$ cat src/common/sd_cmd_pkg.sv
package sd_cmd_pkg;

	localparam int FRAME_BITS = 48;  // command and short response
	localparam int LONG_BITS  = 136; // R2 style response

	// command frame as it leaves on the pin, msb first
	typedef struct packed {
		logic        start;
		logic        dir;
		logic [5:0]  index;
		logic [31:0] arg;
		logic [6:0]  crc;
		logic        stop;
	} cmd_frame_t;

	// 48 bit response sits lsb aligned in the 136 bit word
	typedef struct packed {
		logic [87:0] pad;
		logic        start;
		logic        dir;
		logic [5:0]  index;
		logic [31:0] arg;
		logic [6:0]  crc;
		logic        stop;
	} resp_short_t;

	typedef struct packed {
		logic         start;
		logic         dir;
		logic [5:0]   reserved;
		logic [119:0] payload; // cid or csd
		logic [6:0]   crc;
		logic         stop;
	} resp_long_t;

	// crc and stop bit land on the same bits in both views
	typedef union packed {
		resp_short_t short_view;
		resp_long_t  long_view;
	} resp_word_u;

	typedef struct packed {
		logic timeout;
		logic crc_err;
		logic long_resp;
	} resp_status_t;

	// one serial step of x^7 + x^3 + 1
	function automatic logic [6:0] crc7_next(input logic [6:0] crc, input logic bit_in);
		logic fb;
		fb = bit_in ^ crc[6];
		return {crc[5:0], 1'b0} ^ (fb ? 7'h09 : 7'h00);
	endfunction

endpackage

$ cat src/cmd_serdes/cmd_deserializer.sv
`timescale 1ns/1ps

module cmd_deserializer (
	input  logic                   sd_clock,
	input  logic                   rst_n,
	input  logic                   cmd_in,
	input  logic                   rx_arm,
	input  logic                   rx_long,
	input  logic                   abort,
	output logic                   rx_started,
	output logic                   rx_done,
	output sd_cmd_pkg::resp_word_u rx_word,
	output logic                   rx_crc_err
);
	import sd_cmd_pkg::*;

	localparam int SHORT_CRC_END = FRAME_BITS - 8; // bits 47..8
	localparam int LONG_CRC_BEG  = LONG_BITS - 128; // bits 127..8
	localparam int LONG_CRC_END  = LONG_BITS - 8;

	logic [1:0]           sync_q;
	logic                 cmd_s;
	logic                 armed;
	logic                 receiving;
	logic                 long_q;
	logic [7:0]           bit_cnt; // index of the bit now on cmd_s
	logic [LONG_BITS-2:0] shreg;
	logic [6:0]           crc_q;
	logic                 last_bit;
	logic                 in_crc_span;
	resp_word_u           word;

	assign cmd_s = sync_q[1];

	assign last_bit = long_q ? (bit_cnt == 8'(LONG_BITS - 1)) :
		(bit_cnt == 8'(FRAME_BITS - 1));
	assign in_crc_span = long_q ?
		(bit_cnt >= 8'(LONG_CRC_BEG) && bit_cnt < 8'(LONG_CRC_END)) :
		(bit_cnt < 8'(SHORT_CRC_END));

	assign word       = {shreg, cmd_s}; // current bit completes the word
	assign rx_word    = word;
	assign rx_started = armed & ~cmd_s & ~abort;
	assign rx_done    = receiving & last_bit & ~abort;
	assign rx_crc_err = crc_q != word.short_view.crc;

	// pin idles high on the pull-up
	always_ff @(posedge sd_clock) begin
		if (!rst_n)
			sync_q <= 2'b11;
		else
			sync_q <= {sync_q[0], cmd_in};
	end

	always_ff @(posedge sd_clock) begin
		if (!rst_n || abort) begin
			armed     <= 1'b0;
			receiving <= 1'b0;
			long_q    <= 1'b0;
			bit_cnt   <= 8'd0;
		end else begin
			if (rx_arm) begin
				armed  <= 1'b1;
				long_q <= rx_long;
			end else if (rx_started) begin
				armed     <= 1'b0;
				receiving <= 1'b1;
				bit_cnt   <= 8'd1;
			end else if (receiving) begin
				bit_cnt <= bit_cnt + 8'd1;
				if (last_bit)
					receiving <= 1'b0;
			end
		end
	end

	// a zero start bit leaves both shreg and crc at zero
	always_ff @(posedge sd_clock) begin
		if (rx_started) begin
			shreg <= '0;
			crc_q <= 7'd0;
		end else if (receiving) begin
			shreg <= {shreg[LONG_BITS-3:0], cmd_s};
			if (in_crc_span)
				crc_q <= crc7_next(crc_q, cmd_s);
		end
	end

endmodule

$ cat config.mk
export PLATFORM = sky130hd
export DESIGN_NAME = cmd_deserializer
export DESIGN_NICKNAME = d
export VERILOG_FILES = /design/src/common/sd_cmd_pkg.sv /design/src/cmd_serdes/cmd_deserializer.sv
export SDC_FILE = /design/constraint.sdc
export NUM_CORES = 1
export LEC_CHECK = 0
export ABC_AREA = 1
export BUFFER_PORTS_ARGS = -buffer_cell sky130_fd_sc_hd__buf_2
export CELL_PAD_IN_SITES_DETAIL_PLACEMENT = 1
export CELL_PAD_IN_SITES_GLOBAL_PLACEMENT = 1
export CORE_AREA = 3 3 166 168
export DETAILED_ROUTE_END_ITERATION = 7
export DIE_AREA = 0 0 169 171
export GPL_ROUTABILITY_DRIVEN = 0
export PLACE_DENSITY_LB_ADDON = 0.1
export SYNTH_ARGS = -nofsm -noshare
export SYNTH_HDL_FRONTEND = slang
export SYNTH_SLANG_ARGS = --single-unit
$ cat constraint.sdc
create_clock -name sd_clock -period 1.6 [get_ports sd_clock]
set_input_delay 0.16 -clock sd_clock [delete_from_list [all_inputs] [get_ports sd_clock]]
set_output_delay 0.16 -clock sd_clock [all_outputs]
set_load 0.02 [all_outputs]
### Word-level counts from Yosys, hierarchy flattened

Cells that the tools add are included.

* bitwise operators: 9
* reductions and logical operators: 7
* equal/unequal tests: 3
* order comparisons: 3
* add/sub/neg operators: 1
* muxes and demuxes: 10

Operators by type and width (number)
* 8-bit two-way mux: 2
* 8-bit by 1-bit adder with 8-bit output (second input constant): 1
* 8-bit by 6-bit equality test with 1-bit output (second input constant): 1
* 8-bit equality test (second input constant): 1
* 8-bit by 4-bit greater-or-equal comparator with 1-bit output (second input constant): 1
* 8-bit by 6-bit less-than comparator with 1-bit output (second input constant): 1
* 8-bit less-than comparator (second input constant): 1
* 1-bit two-way mux: 7
* 7-bit inequality test: 1
* 7-bit by 4-bit bitwise XOR with 7-bit output: 1
* 1-bit AND: 4
* 4-bit two-way mux: 1
* 2-bit AND reduction: 2
* 2-bit nonzero test: 2
* 1-bit inverter: 3
* 1-bit logical AND: 1
* 1-bit zero test: 1
* 1-bit logical OR: 1
* 1-bit bitwise XOR: 1

* output and inout port bits: 139
* flip-flop bits (word level): 155
* input port bits: 6
* word-level logic and storage cells: 40

### Depth between registers and ports, before layout

Gate-level depths: netlist of the first run.

* word-level depth: 5
* depth in mapped cells: 8

### Least setup slack after synthesis of the first run

OpenSTA, ideal clock, no wires.

* path type: register to output
* start point: reg bit_cnt[0]
* end point: out rx_done
* arrival time: 1.279 ns
* path slack: 0.161 ns
* stages on the path, launching flop included: 6
* cell sequence: dfxtp_1 -> ha_1 -> nand3_1 -> nor2_1 -> nand3_1 -> nor3_1

* cells in the longest elaborated chain, start to end: 4
* elaborated cells on any way between the ends: 5
* classes of those cells: eq/ne: 2; mux: 1; bitwise: 2

Ends and longest elaborated chain
* from (decl): RTL line cmd_deserializer.sv:26 `logic [7:0] bit_cnt;`
* from (signal assigned): RTL line cmd_deserializer.sv:70 `bit_cnt <= bit_cnt + 8'd1;`
* 8-bit by 6-bit equality test with 1-bit output or 8-bit equality test (tied branches): RTL line cmd_deserializer.sv:36, cmd_deserializer.sv:35
* 1-bit two-way mux *: RTL line cmd_deserializer.sv:35 `assign last_bit = long_q ? (bit_cnt == 8'(LONG_BITS - 1)) :`
* 1-bit AND * (2 in a row): RTL line cmd_deserializer.sv:44 `assign rx_done = receiving & last_bit & ~abort;`
* to (decl): RTL line cmd_deserializer.sv:11 `output logic rx_done,`

Mark *: on every way between the ends. The rest lies on a longest branch, timed or not.

### Worst setup path in the final report of the first run

Ends and elaborated chain as after synthesis.

==> impl_results.md, run 1 <==
- Commonest non-fill, non-tap cell in the layout: nand2_1
- Setup Total Neg Slack: -0.00350 ns
- Total iterations of the first detailed-routing run: 4
- Startpoint types: register
- Final antenna-violating net count: 0
- Hold Slack: 0.0541 ns
- Number of antenna cells inserted: 0
- Tmin final: 1.60 ns
- Drt total wl: 18000 um
- Worst EP arrival: roughly 1.4 ns
- Max Slew Vio Count: 0
- Distinct cells, synth: 28
- Clk slew on worst S/H paths: 0.07 ns
- Worst-Margin Slew: 0.429 ns
- VDD IR-drop max: ~0.00056 V
- CTS tree: done
- Final Hold Viols: 0
- Routed wire per std cell: between 10 and 15 um
- Tot Pwr: between 8 and 9 mW
- H-tree depth: 4
- DRC violations left: 0
- Crit. End Element: primary output
- Worst-skew pair later-pin latency: 0.42 ns
- Seq/Total Area, Yosys: 47.7%
- DR vias/cell: 4.08
- R2R depth: 11
- Failing checks: negative setup slack
- Clock Tree Root: clkbuf_16
- Gr ovfl total: 0
- F_max: 624 MHz
- Antenna violations before repair: 0
- Via count: approximately 6000
- Reg-to-Reg End: receiving
- Layout area overhead: 28.6%
- Status: finished, violations left
- I/O pin total: roughly 150
- Post-layout worst setup margin: -0.00350 ns
- Hold path endpoint: long_q
- Die span in x: 169 um
- Static Leak: between 4 and 5 nW
- Largest net degree at the start of global routing: 98
- DP Worst Slack: between 0.2 and 0.25 ns
- Nets: 1098
- Clk buf depth: 2
- Total Routing Usage GR: 12.7%
- Yosys reg bits: around 160
- Total CTS buffers: 17
- Worst Hold Depth: 3
- Starting density of the core: between 20% and 30%
- Worst r2r src: bit_cnt[0]
- Final core utilization: approximately 32%
- CP required: 1.44 ns
- Max FO, Critical Path: 2
- Row count: between 50 and 60
- Critical path type: register to primary output
- Hold Crit Start: rx_long
- Count of warnings emitted by yosys: 0
- Mapped Area: 6510 um2
- Share of cells above drive strength 1: a little under a quarter
- Number of global-route vias before repair: 5700
- Most frequent cells in the layout: 310 x nand2_1, 212 x inv_1, 142 x buf_2
- Initial drt markers: ~240
- Synth Net Count: around 950
- Die Ht: around 170 um
- Final HPWL DP: about 12000 um
- Max-capacitance violation count: 0
- Die area: between 20000 and 30000 um2
- Final setup vio count: 1
- Reg2Reg Setup Slack: -0.004 ns
- PD cells: between 900 and 1000 nW/um2
- Avg Cell Area, Syn: 6.91 um2
- Setup Skew: 0.0122 ns
- RSZ-0062 raised after global routing: true
- Cells after synthesis: 941
- Core region area: approximately 26000 um2
- TritonCTS Sinks: approximately 160
- Port Buffers: 144
- Tcrit/Tclk final: 100%
- First-pass GRT wire length: slightly below 30000 um
- Worst hold path class: input pin to register
- Slew HR: roughly 71%
## cells in the mapped netlist
master	count	area, um2
inv_1	216	811
clkinv_1	1	3.75
buf_6	11	124
nand4_2	1	12.5
ha_1	2	25.0
o21bai_1	1	7.51
nand3_2	1	10.0
buf_2	20	100
nand3b_1	2	15.0
nand3_1	12	60.1
o21ai_1	14	70.1
buf_4	3	22.5
nand2_1	313	1170
dfxtp_1	155	3100
nand2_4	1	11.3
clkbuf_1	12	45.0
inv_2	2	7.51
nand2_2	2	12.5
nand4_1	4	25.0
nor3_2	1	10.0
buf_8	1	15.0
a21oi_1	14	70.1
xnor2_1	2	17.5
nor3_1	3	15.0
nor2_1	16	60.1
o21ai_0	123	616
or2_2	3	18.8
xor2_1	5	43.8
## power by group
group	leakage, nW	switching, mW	total [mW]	internal [mW]
Sequential	1.26	0.0423	3.94	3.90
Clock	0.263	1.72	4.04	2.32
Combinational	3.05	0.115	0.226	0.112
Total	4.57	1.88	8.21	6.33
## sequential cells by signal, indices dropped and copies added (netlist names)
signal and count:
long_q 1, receiving 1, bit_cnt 8, armed 1
sync_q 2, shreg 135, crc_q 7
## worst max-delay path by stage
stage,start,endpoint,slack (ns),cells past startpoint
2_1_floorplan,bit_cnt[0],rx_done,0.16,5
3_3_place_gp,bit_cnt[0],rx_done,0.24,6
3_5_place_dp,bit_cnt[1],rx_done,0.22,6
4_1_cts,bit_cnt[1],rx_done,-0.13,6
5_1_grt,bit_cnt[0],rx_done,-0.09,6
6_report,bit_cnt[0],rx_done,-0.004,6
## through the flow
step           area, um2  instances
2_1_floorplan       6510        941
3_3_place_gp        7490       1383
3_5_place_dp        7490       1383
4_1_cts             8240       1430
5_1_grt             8370       1438
6_report            8370       1438
## layout make-up
type | instances | area, um2
Inverter | 219 | 832
Clock inverter | 12 | 141
Tap cell | 335 | 419
Fill cell | 3272 | 17700
Multi-Input combinational cell | 520 | 2360
Clock buffer | 20 | 437
Sequential cell | 155 | 3140
Timing Repair Buffer | 177 | 1040
## logic make-up after synthesis
| family | Yosys count | share of synthesized area [%] |
|---|---|---|
| AND/OR/NAND/NOR | 359 | 21.9 |
| buffers and inverters | 266 | 17.3 |
| flip-flops | 155 | 47.7 |
| AO/OA/AOI/OAI | 152 | 11.7 |
| XOR/XNOR | 7 | 0.942 |
| adder cells (fa/ha/maj) | 2 | 0.385 |
## worst max-delay path, cell delays in order (launching register included)
cell and delay (ns):
dfxtp_4 0.37, ha_4 0.13, nand3_2 0.07, nor2_4 0.11, nand3_2 0.07, nor3_2 0.11, buf_4 0.16
## metal layers
metal | share of wire (%) | GRT usage (%) | vias to the layer above
met3 | 5.8 | 3.84 | 17
met2 | 44 | 19.9 | 104
met1 | 49 | 16.9 | 2671
met5 | 0 | 0 | -
met4 | 1.1 | 3.71 | 0
li1 | - | - | 3068
## timing repair
action / 4_1_cts / 5_1_grt
pin swaps: 8 / 13
setup endpoints to repair: 3 / 4
setup buffers: 13 / 8
hold buffers: 2 / 0
resized for setup: 23 / 26
hold endpoints to repair: 2 / 0
Power figures use the tool's default switching activity.
==> run 2, diff against run 1 <==
--- a/config.mk
+++ b/config.mk
@@ -14,6 +14,7 @@
 export DIE_AREA = 0 0 169 171
 export GPL_ROUTABILITY_DRIVEN = 0
 export PLACE_DENSITY_LB_ADDON = 0.1
+export SKIP_CTS_REPAIR_TIMING = 1
 export SYNTH_ARGS = -nofsm -noshare
 export SYNTH_HDL_FRONTEND = slang
 export SYNTH_SLANG_ARGS = --single-unit
==> run 2 against run 1 <==
Compared with the run above:
- the run still ends with negative setup slack left
- wire length fell by 1.1%
- combinational power is 13% lower
- core utilization is 0.47 points lower
- worst hold slack got worse by 0.050 ns
- total power shrank 0.26%
- critical endpoint unchanged
- largest cell class unchanged
- highest routed layer unchanged
==> impl_results.md, run 2 (same netlist as run 1, synthesis figures left out) <==
- Max Slew Vio Count: 0
- PD cells: a little under 1000 nW/um2
- Routed wire per std cell: ~12 um
- Final core utilization: between 30% and 40%
- Post-layout worst setup margin: -0.0833 ns
- Status: finished, violations left
- Critical Path End: rx_done
- Startpoint types: register
- Tot Pwr: 8.19 mW
- Port Buffers: 144
- DRC violations left: 0
- Most frequent cells in the layout: 312 x nand2_1, 213 x inv_1, 146 x dfxtp_1
- H-tree depth: 4
- Max reg flops: about 140
- Max FO, Critical Path: 3
- Total CTS buffers: 17
- VDD IR-drop max: between 0.0005 and 0.0006 V
- Commonest non-fill, non-tap cell in the layout: nand2_1
- Reg-to-Reg End: crc_q[1]
- Total iterations of the first detailed-routing run: 4
- Post-Layout Cell Count: between 1000 and 1500
- Die span in x: about 170 um
- Worst setup path start: bit_cnt[1]
- Share of cells above drive strength 1: 20.9%
- Critical path type: register to primary output
- Slew HR: between 70% and 80%
- Hold Crit Start: rx_arm
- Antenna violations before repair: 0
- Number of antenna cells inserted: 0
- Core region area: 26100 um2
- Worst EP arrival: 1.52 ns
- Starting density of the core: around a quarter
- Max-capacitance violation count: 0
- Worst-Margin Slew: roughly 0.43 ns
- Setup Total Neg Slack: -0.0833 ns
- Tcrit/Tclk final: 105%
- Final antenna-violating net count: 0
- Failing checks: negative setup slack
- Cells after DPL: 1383
- Final Hold Viols: 0
- Static Leak: 4.51 nW
- DR vias/cell: between 4 and 5
- R2R depth: 7
- Crit. End Element: primary output
- RSZ-0062 raised after global routing: true
- Row count: just under 60
- Total Routing Usage GR: roughly an eighth
- Worst hold path class: input pin to register
- Setup Skew: approximately 0.013 ns
- Die area: approximately 29000 um2
- Top flop regs: shreg x135, bit_cnt x8, crc_q x7
- CTS tree: done
- Layout area overhead: 26.7%
- TritonCTS Sinks: approximately 160
- Gr ovfl total: 0
- Top reg by flops: shreg
- Reg2Reg Setup Slack: 0.29 ns
- Initial drt markers: 212
- Hold Slack: between 0.004 and 0.005 ns
- CP required: approximately 1.4 ns
- Worst r2r src: long_q
- Die Ht: 171 um
- Clock Tree Root: clkbuf_16
- Number of global-route vias before repair: about 5600
- Clk buf depth: 2
- Drt total wl: about 18000 um
- I/O pin total: between 100 and 150
- F_max: slightly below 600 MHz
- Worst-skew pair later-pin latency: 0.42 ns
- Clk slew on worst S/H paths: around 0.07 ns
- Via count: 5797
- Final setup vio count: 1
- Final HPWL DP: 11900 um
- Largest net degree at the start of global routing: 98
- Nets: between 1000 and 1500
- First-pass GRT wire length: about 29000 um
- Tmin final: 1.68 ns
-- run 2: power breakdown --
part	switching, mW	internal [mW]
registers	0.0494	3.90
logic	0.106	0.0908
clock network	1.73	2.32
-- run 2: stage by stage --
step	setup WS (ns)	instance area, um2
4_1_cts	-0.260	8070
3_5_place_dp	0.225	7490
6_report	-0.0833	8240
3_3_place_gp	0.245	7490
2_1_floorplan	0.161	6510
5_1_grt	-0.181	8240
-- run 2: final cells by class --
cell class	count	area, um2
flip-flops and latches	155	3120
well taps	335	419
multi-input cells	520	2330
clock buffers	20	437
repair buffers	167	967
inverters	219	828
fillers	3276	17800
clock inverters	12	141
-- run 2: worst min path at each step --
| stage | endpoint | slack [ns] | cells after the start |
|---|---|---|---|
| 2_1_floorplan | sync_q[0] | 0.27 | 1 |
| 3_3_place_gp | sync_q[0] | 0.35 | 2 |
| 6_report | armed | 0.004 | 3 |
| 4_1_cts | sync_q[0] | -0.11 | 2 |
| 3_5_place_dp | sync_q[0] | 0.35 | 2 |
| 5_1_grt | armed | 0.02 | 3 |
-- run 2: worst max-delay path: stages, from the launching register on --
cell,delay [ns]
dfxtp_4,0.37
ha_4,0.15
nand3_2,0.06
nor2_2,0.13
nand3_1,0.09
nor3_2,0.15
buf_4,0.16
-- run 2: metal layers --
metal  vias up  part of all wire (%)  track usage (%)
li1       3045                     -                -
met1      2634                    49             16.6
met2       103                    44             19.5
met3        15                   5.9             3.81
met4         0                  0.97             3.49
met5         -                     0                0
==> run 3, diff against run 2 <==
--- a/config.mk
+++ b/config.mk
@@ -5,13 +5,13 @@
 export SDC_FILE = /design/constraint.sdc
 export NUM_CORES = 1
 export LEC_CHECK = 0
-export ABC_AREA = 1
+export ABC_AREA = 0
 export BUFFER_PORTS_ARGS = -buffer_cell sky130_fd_sc_hd__buf_2
 export CELL_PAD_IN_SITES_DETAIL_PLACEMENT = 1
 export CELL_PAD_IN_SITES_GLOBAL_PLACEMENT = 1
-export CORE_AREA = 3 3 166 168
+export CORE_AREA = 3 3 156 158
 export DETAILED_ROUTE_END_ITERATION = 7
-export DIE_AREA = 0 0 169 171
+export DIE_AREA = 0 0 159 161
 export GPL_ROUTABILITY_DRIVEN = 0
 export PLACE_DENSITY_LB_ADDON = 0.1
 export SKIP_CTS_REPAIR_TIMING = 1
==> run 3 against run 2 <==
Compared with the run above:
- the run still ends with negative setup slack left
- sequential share of layout area increased by 3.8 points
- wire length decreased by 20%
- synthesized area decreased by 12%
- sequential power increased by 38%
- first-iteration DRC count decreased by 32%
- global-route usage decreased by 1.1 points
- non-clock buffer count decreased by 11
- sequential cell count unchanged
- combinational power increased to 14 times the previous value
- critical path depth decreased by 2
- worst hold slack improved by 0.0086 ns
- largest cell class unchanged
==> impl_results.md, run 3 <==
- PD cells: ~1600 nW/um2
- VDD IR-drop max: 0.000570 V
- Logic pwr share: a little under a quarter
- Tcrit/Tclk final: 112%
- Clk buf depth: 2
- Top cell type's share of synthesized area: between 50% and 60%
- Synth async-reset ratio: 0%
- Storage cell area: 3120 um2
- Final antenna-violating net count: 0
- Psw: roughly 4.3 mW
- Worst hold path class: input pin to register
- Synth top area cells: dfxtp_1 54%, mux2i_1 24%, nor2_1 9.5%, buf_2 2.7%, a21oi_1 1.3%
- Crit. End Element: primary output
- GR Util met2: between 10% and 20%
- Slew HR: 70.4%
- Cells after synthesis: between 500 and 600
- TritonCTS Sinks: roughly 160
- Antenna violations before repair: 1
- Clock Tree Root: clkbuf_16
- Nets: around 700
- Mapped Area: around 5700 um2
- Final Hold Viols: 0
- Number of global-route vias before repair: 4360
- Max reg flops: approximately 140
- Commonest non-fill, non-tap cell in the layout: dfxtp_1
- Post-synth EDFFs: 0
- Layout area overhead: 30.3%
- Initial drt markers: 144
- Yosys reg bits: about 160
- Count leader, synth: dfxtp_1
- Count of warnings emitted by yosys: 0
- Tot Pwr: 12.3 mW
- Die area: 25600 um2
- Row count: 56
- Final core utilization: about 32%
- Max FO, Critical Path: 5
- Worst EP arrival: about 1.6 ns
- Top reg by flops: shreg
- GR Util met3: between 3 and 4%
- Avg Cell Area, Syn: about 10 um2
- Synth Net Count: approximately 560
- Filler instances: around 2700
- Worst-skew pair later-pin latency: between 0.4 and 0.5 ns
- Critical path type: register to primary output
- Total iterations of the first detailed-routing run: 4
- Routed wire per std cell: between 10 and 15 um
- Distinct cells, synth: 33
- DR vias/cell: 4.21
- Tmin final: between 1.5 and 2 ns
- First-pass GRT wire length: between 20000 and 25000 um
- Post-layout worst setup margin: -0.194 ns
- Starting density of the core: 24.7%
- Max Slew Vio Count: 0
- Power Internal: approximately 8.0 mW
- Grt met1 use: around 15%
- Flop pwr share: 44.4%
- Top flop regs: shreg x135, bit_cnt x8, crc_q x7
- Worst-Margin Slew: around 0.44 ns
- Largest net degree at the start of global routing: between 90 and 100
- Clk slew on worst S/H paths: 0.06 ns
- CP required: between 1 and 1.5 ns
- Total Routing Usage GR: ~11%
- Die Ht: between 150 and 200 um
- CTS tree: done
- Sw frac: between 30% and 40%
- GRT busiest layer: met2
- Max-capacitance violation count: 0
- Core region area: 23300 um2
- Largest area contributor in the netlist: dfxtp_1
- I/O pin total: 145
- Number of antenna cells inserted: 0
- Share of cells above drive strength 1: approximately 28%
- Top_reg_cell synth: dfxtp_1
- F_max: around 560 MHz
- Setup Skew: 0.00745 ns
- Final setup vio count: 2
- Status: finished, violations left
- Startpoint types: register
- Top post-synthesis cells by count: 155 x dfxtp_1, 145 x nor2_1, 136 x mux2i_1
- Static Leak: ~2.8 nW
- Total CTS buffers: 17
- H-tree depth: 4
- Final HPWL DP: ~10000 um
- Via count: approximately 4300
- Port Buffers: approximately 140
- Multi-input gate area: about 2500 um2
- Failing checks: negative setup slack
- Most frequent cells in the layout: 148 x dfxtp_1, 145 x nor2_1, 142 x buf_2
- Gr ovfl total: 0
- Drt total wl: 14200 um
- RSZ-0062 raised after global routing: true
- DRC violations left: 0
- Seq/Total Area, Yosys: between 50% and 60%
- Die span in x: between 150 and 200 um
- Clk network pwr share: ~32%
run 3: cell types whose count changed after synthesis, moves of 11 or more:
cell / change
clkbuf_1: -11
nand2_1: -311
mux2i_1: +136
o21ai_1: -13
o21ai_0: -112
buf_2: +11
inv_1: -213
nor2_1: +129
buf_6: -11
run 3: cells by family after synthesis:
family	after synthesis	synth area share (%)
AO/OA/AOI/OAI	35	3.57
XOR/XNOR	12	1.83
adder cells (fa/ha/maj)	2	0.435
buffers and inverters	37	3.22
flip-flops	155	54.0
multiplexers	136	23.7
AND/OR/NAND/NOR	177	13.2
run 3: power by group through the flow:
stage | Clock, mW | Sequential, mW | Combinational [mW]
floorplan | 0 | 6.41 | 0.808
global placement | 0 | 5.49 | 2.85
detailed placement | 0 | 5.54 | 2.89
CTS | 4.16 | 5.47 | 2.90
global route | 4.32 | 5.61 | 3.11
finish | 3.98 | 5.44 | 2.85
run 3: path summary, 6_finish.rpt:
kind              cells past startpoint  slack [ns]        end  startpoint
setup / recovery                      4       -0.19    rx_done  bit_cnt[7]
hold / removal                        3        0.01     long_q     rx_long
hold reg to reg                       1        0.42  sync_q[1]   sync_q[0]
setup reg to reg                      4        0.15   crc_q[0]  bit_cnt[4]
run 3: area by class of cell:
class / instances / area share [%]
clock buffer: 17 / 5.68
sequential: 155 / 41.7
clock inverter: 15 / 2.02
inverter: 3 / 0.150
tap: 319 / 5.33
timing repair buffer: 156 / 11.7
multi-input combinational: 362 / 33.5
run 3: per-stage QoR:
stage	setup slack [ns]	std cells	TNS (ns)	instance area (um2)	hold slack (ns)
6_report	-0.194	1027	-0.239	7490	0.0126
5_1_grt	-0.340	1027	-0.701	7490	0.00411
4_1_cts	-0.307	1024	-0.517	7390	-0.0769
3_5_place_dp	0.142	992	0	6820	0.363
3_3_place_gp	0.166	992	0	6820	0.363
2_1_floorplan	0.170	554	0	5750	0.233
run 3: layer usage:
layer,vias to the layer above,share of wire [%]
met3,14,4.5
met4,2,1.1
met2,87,46
met1,2070,48
li1,2153,-
met5,-,0.091
run 3: critical path, cell delays in order, from the launching register on:
cell	delay (ns)
dfxtp_4	0.38
nor4bb_4	0.31
o2111ai_2	0.18
nor3b_2	0.20
buf_4	0.16
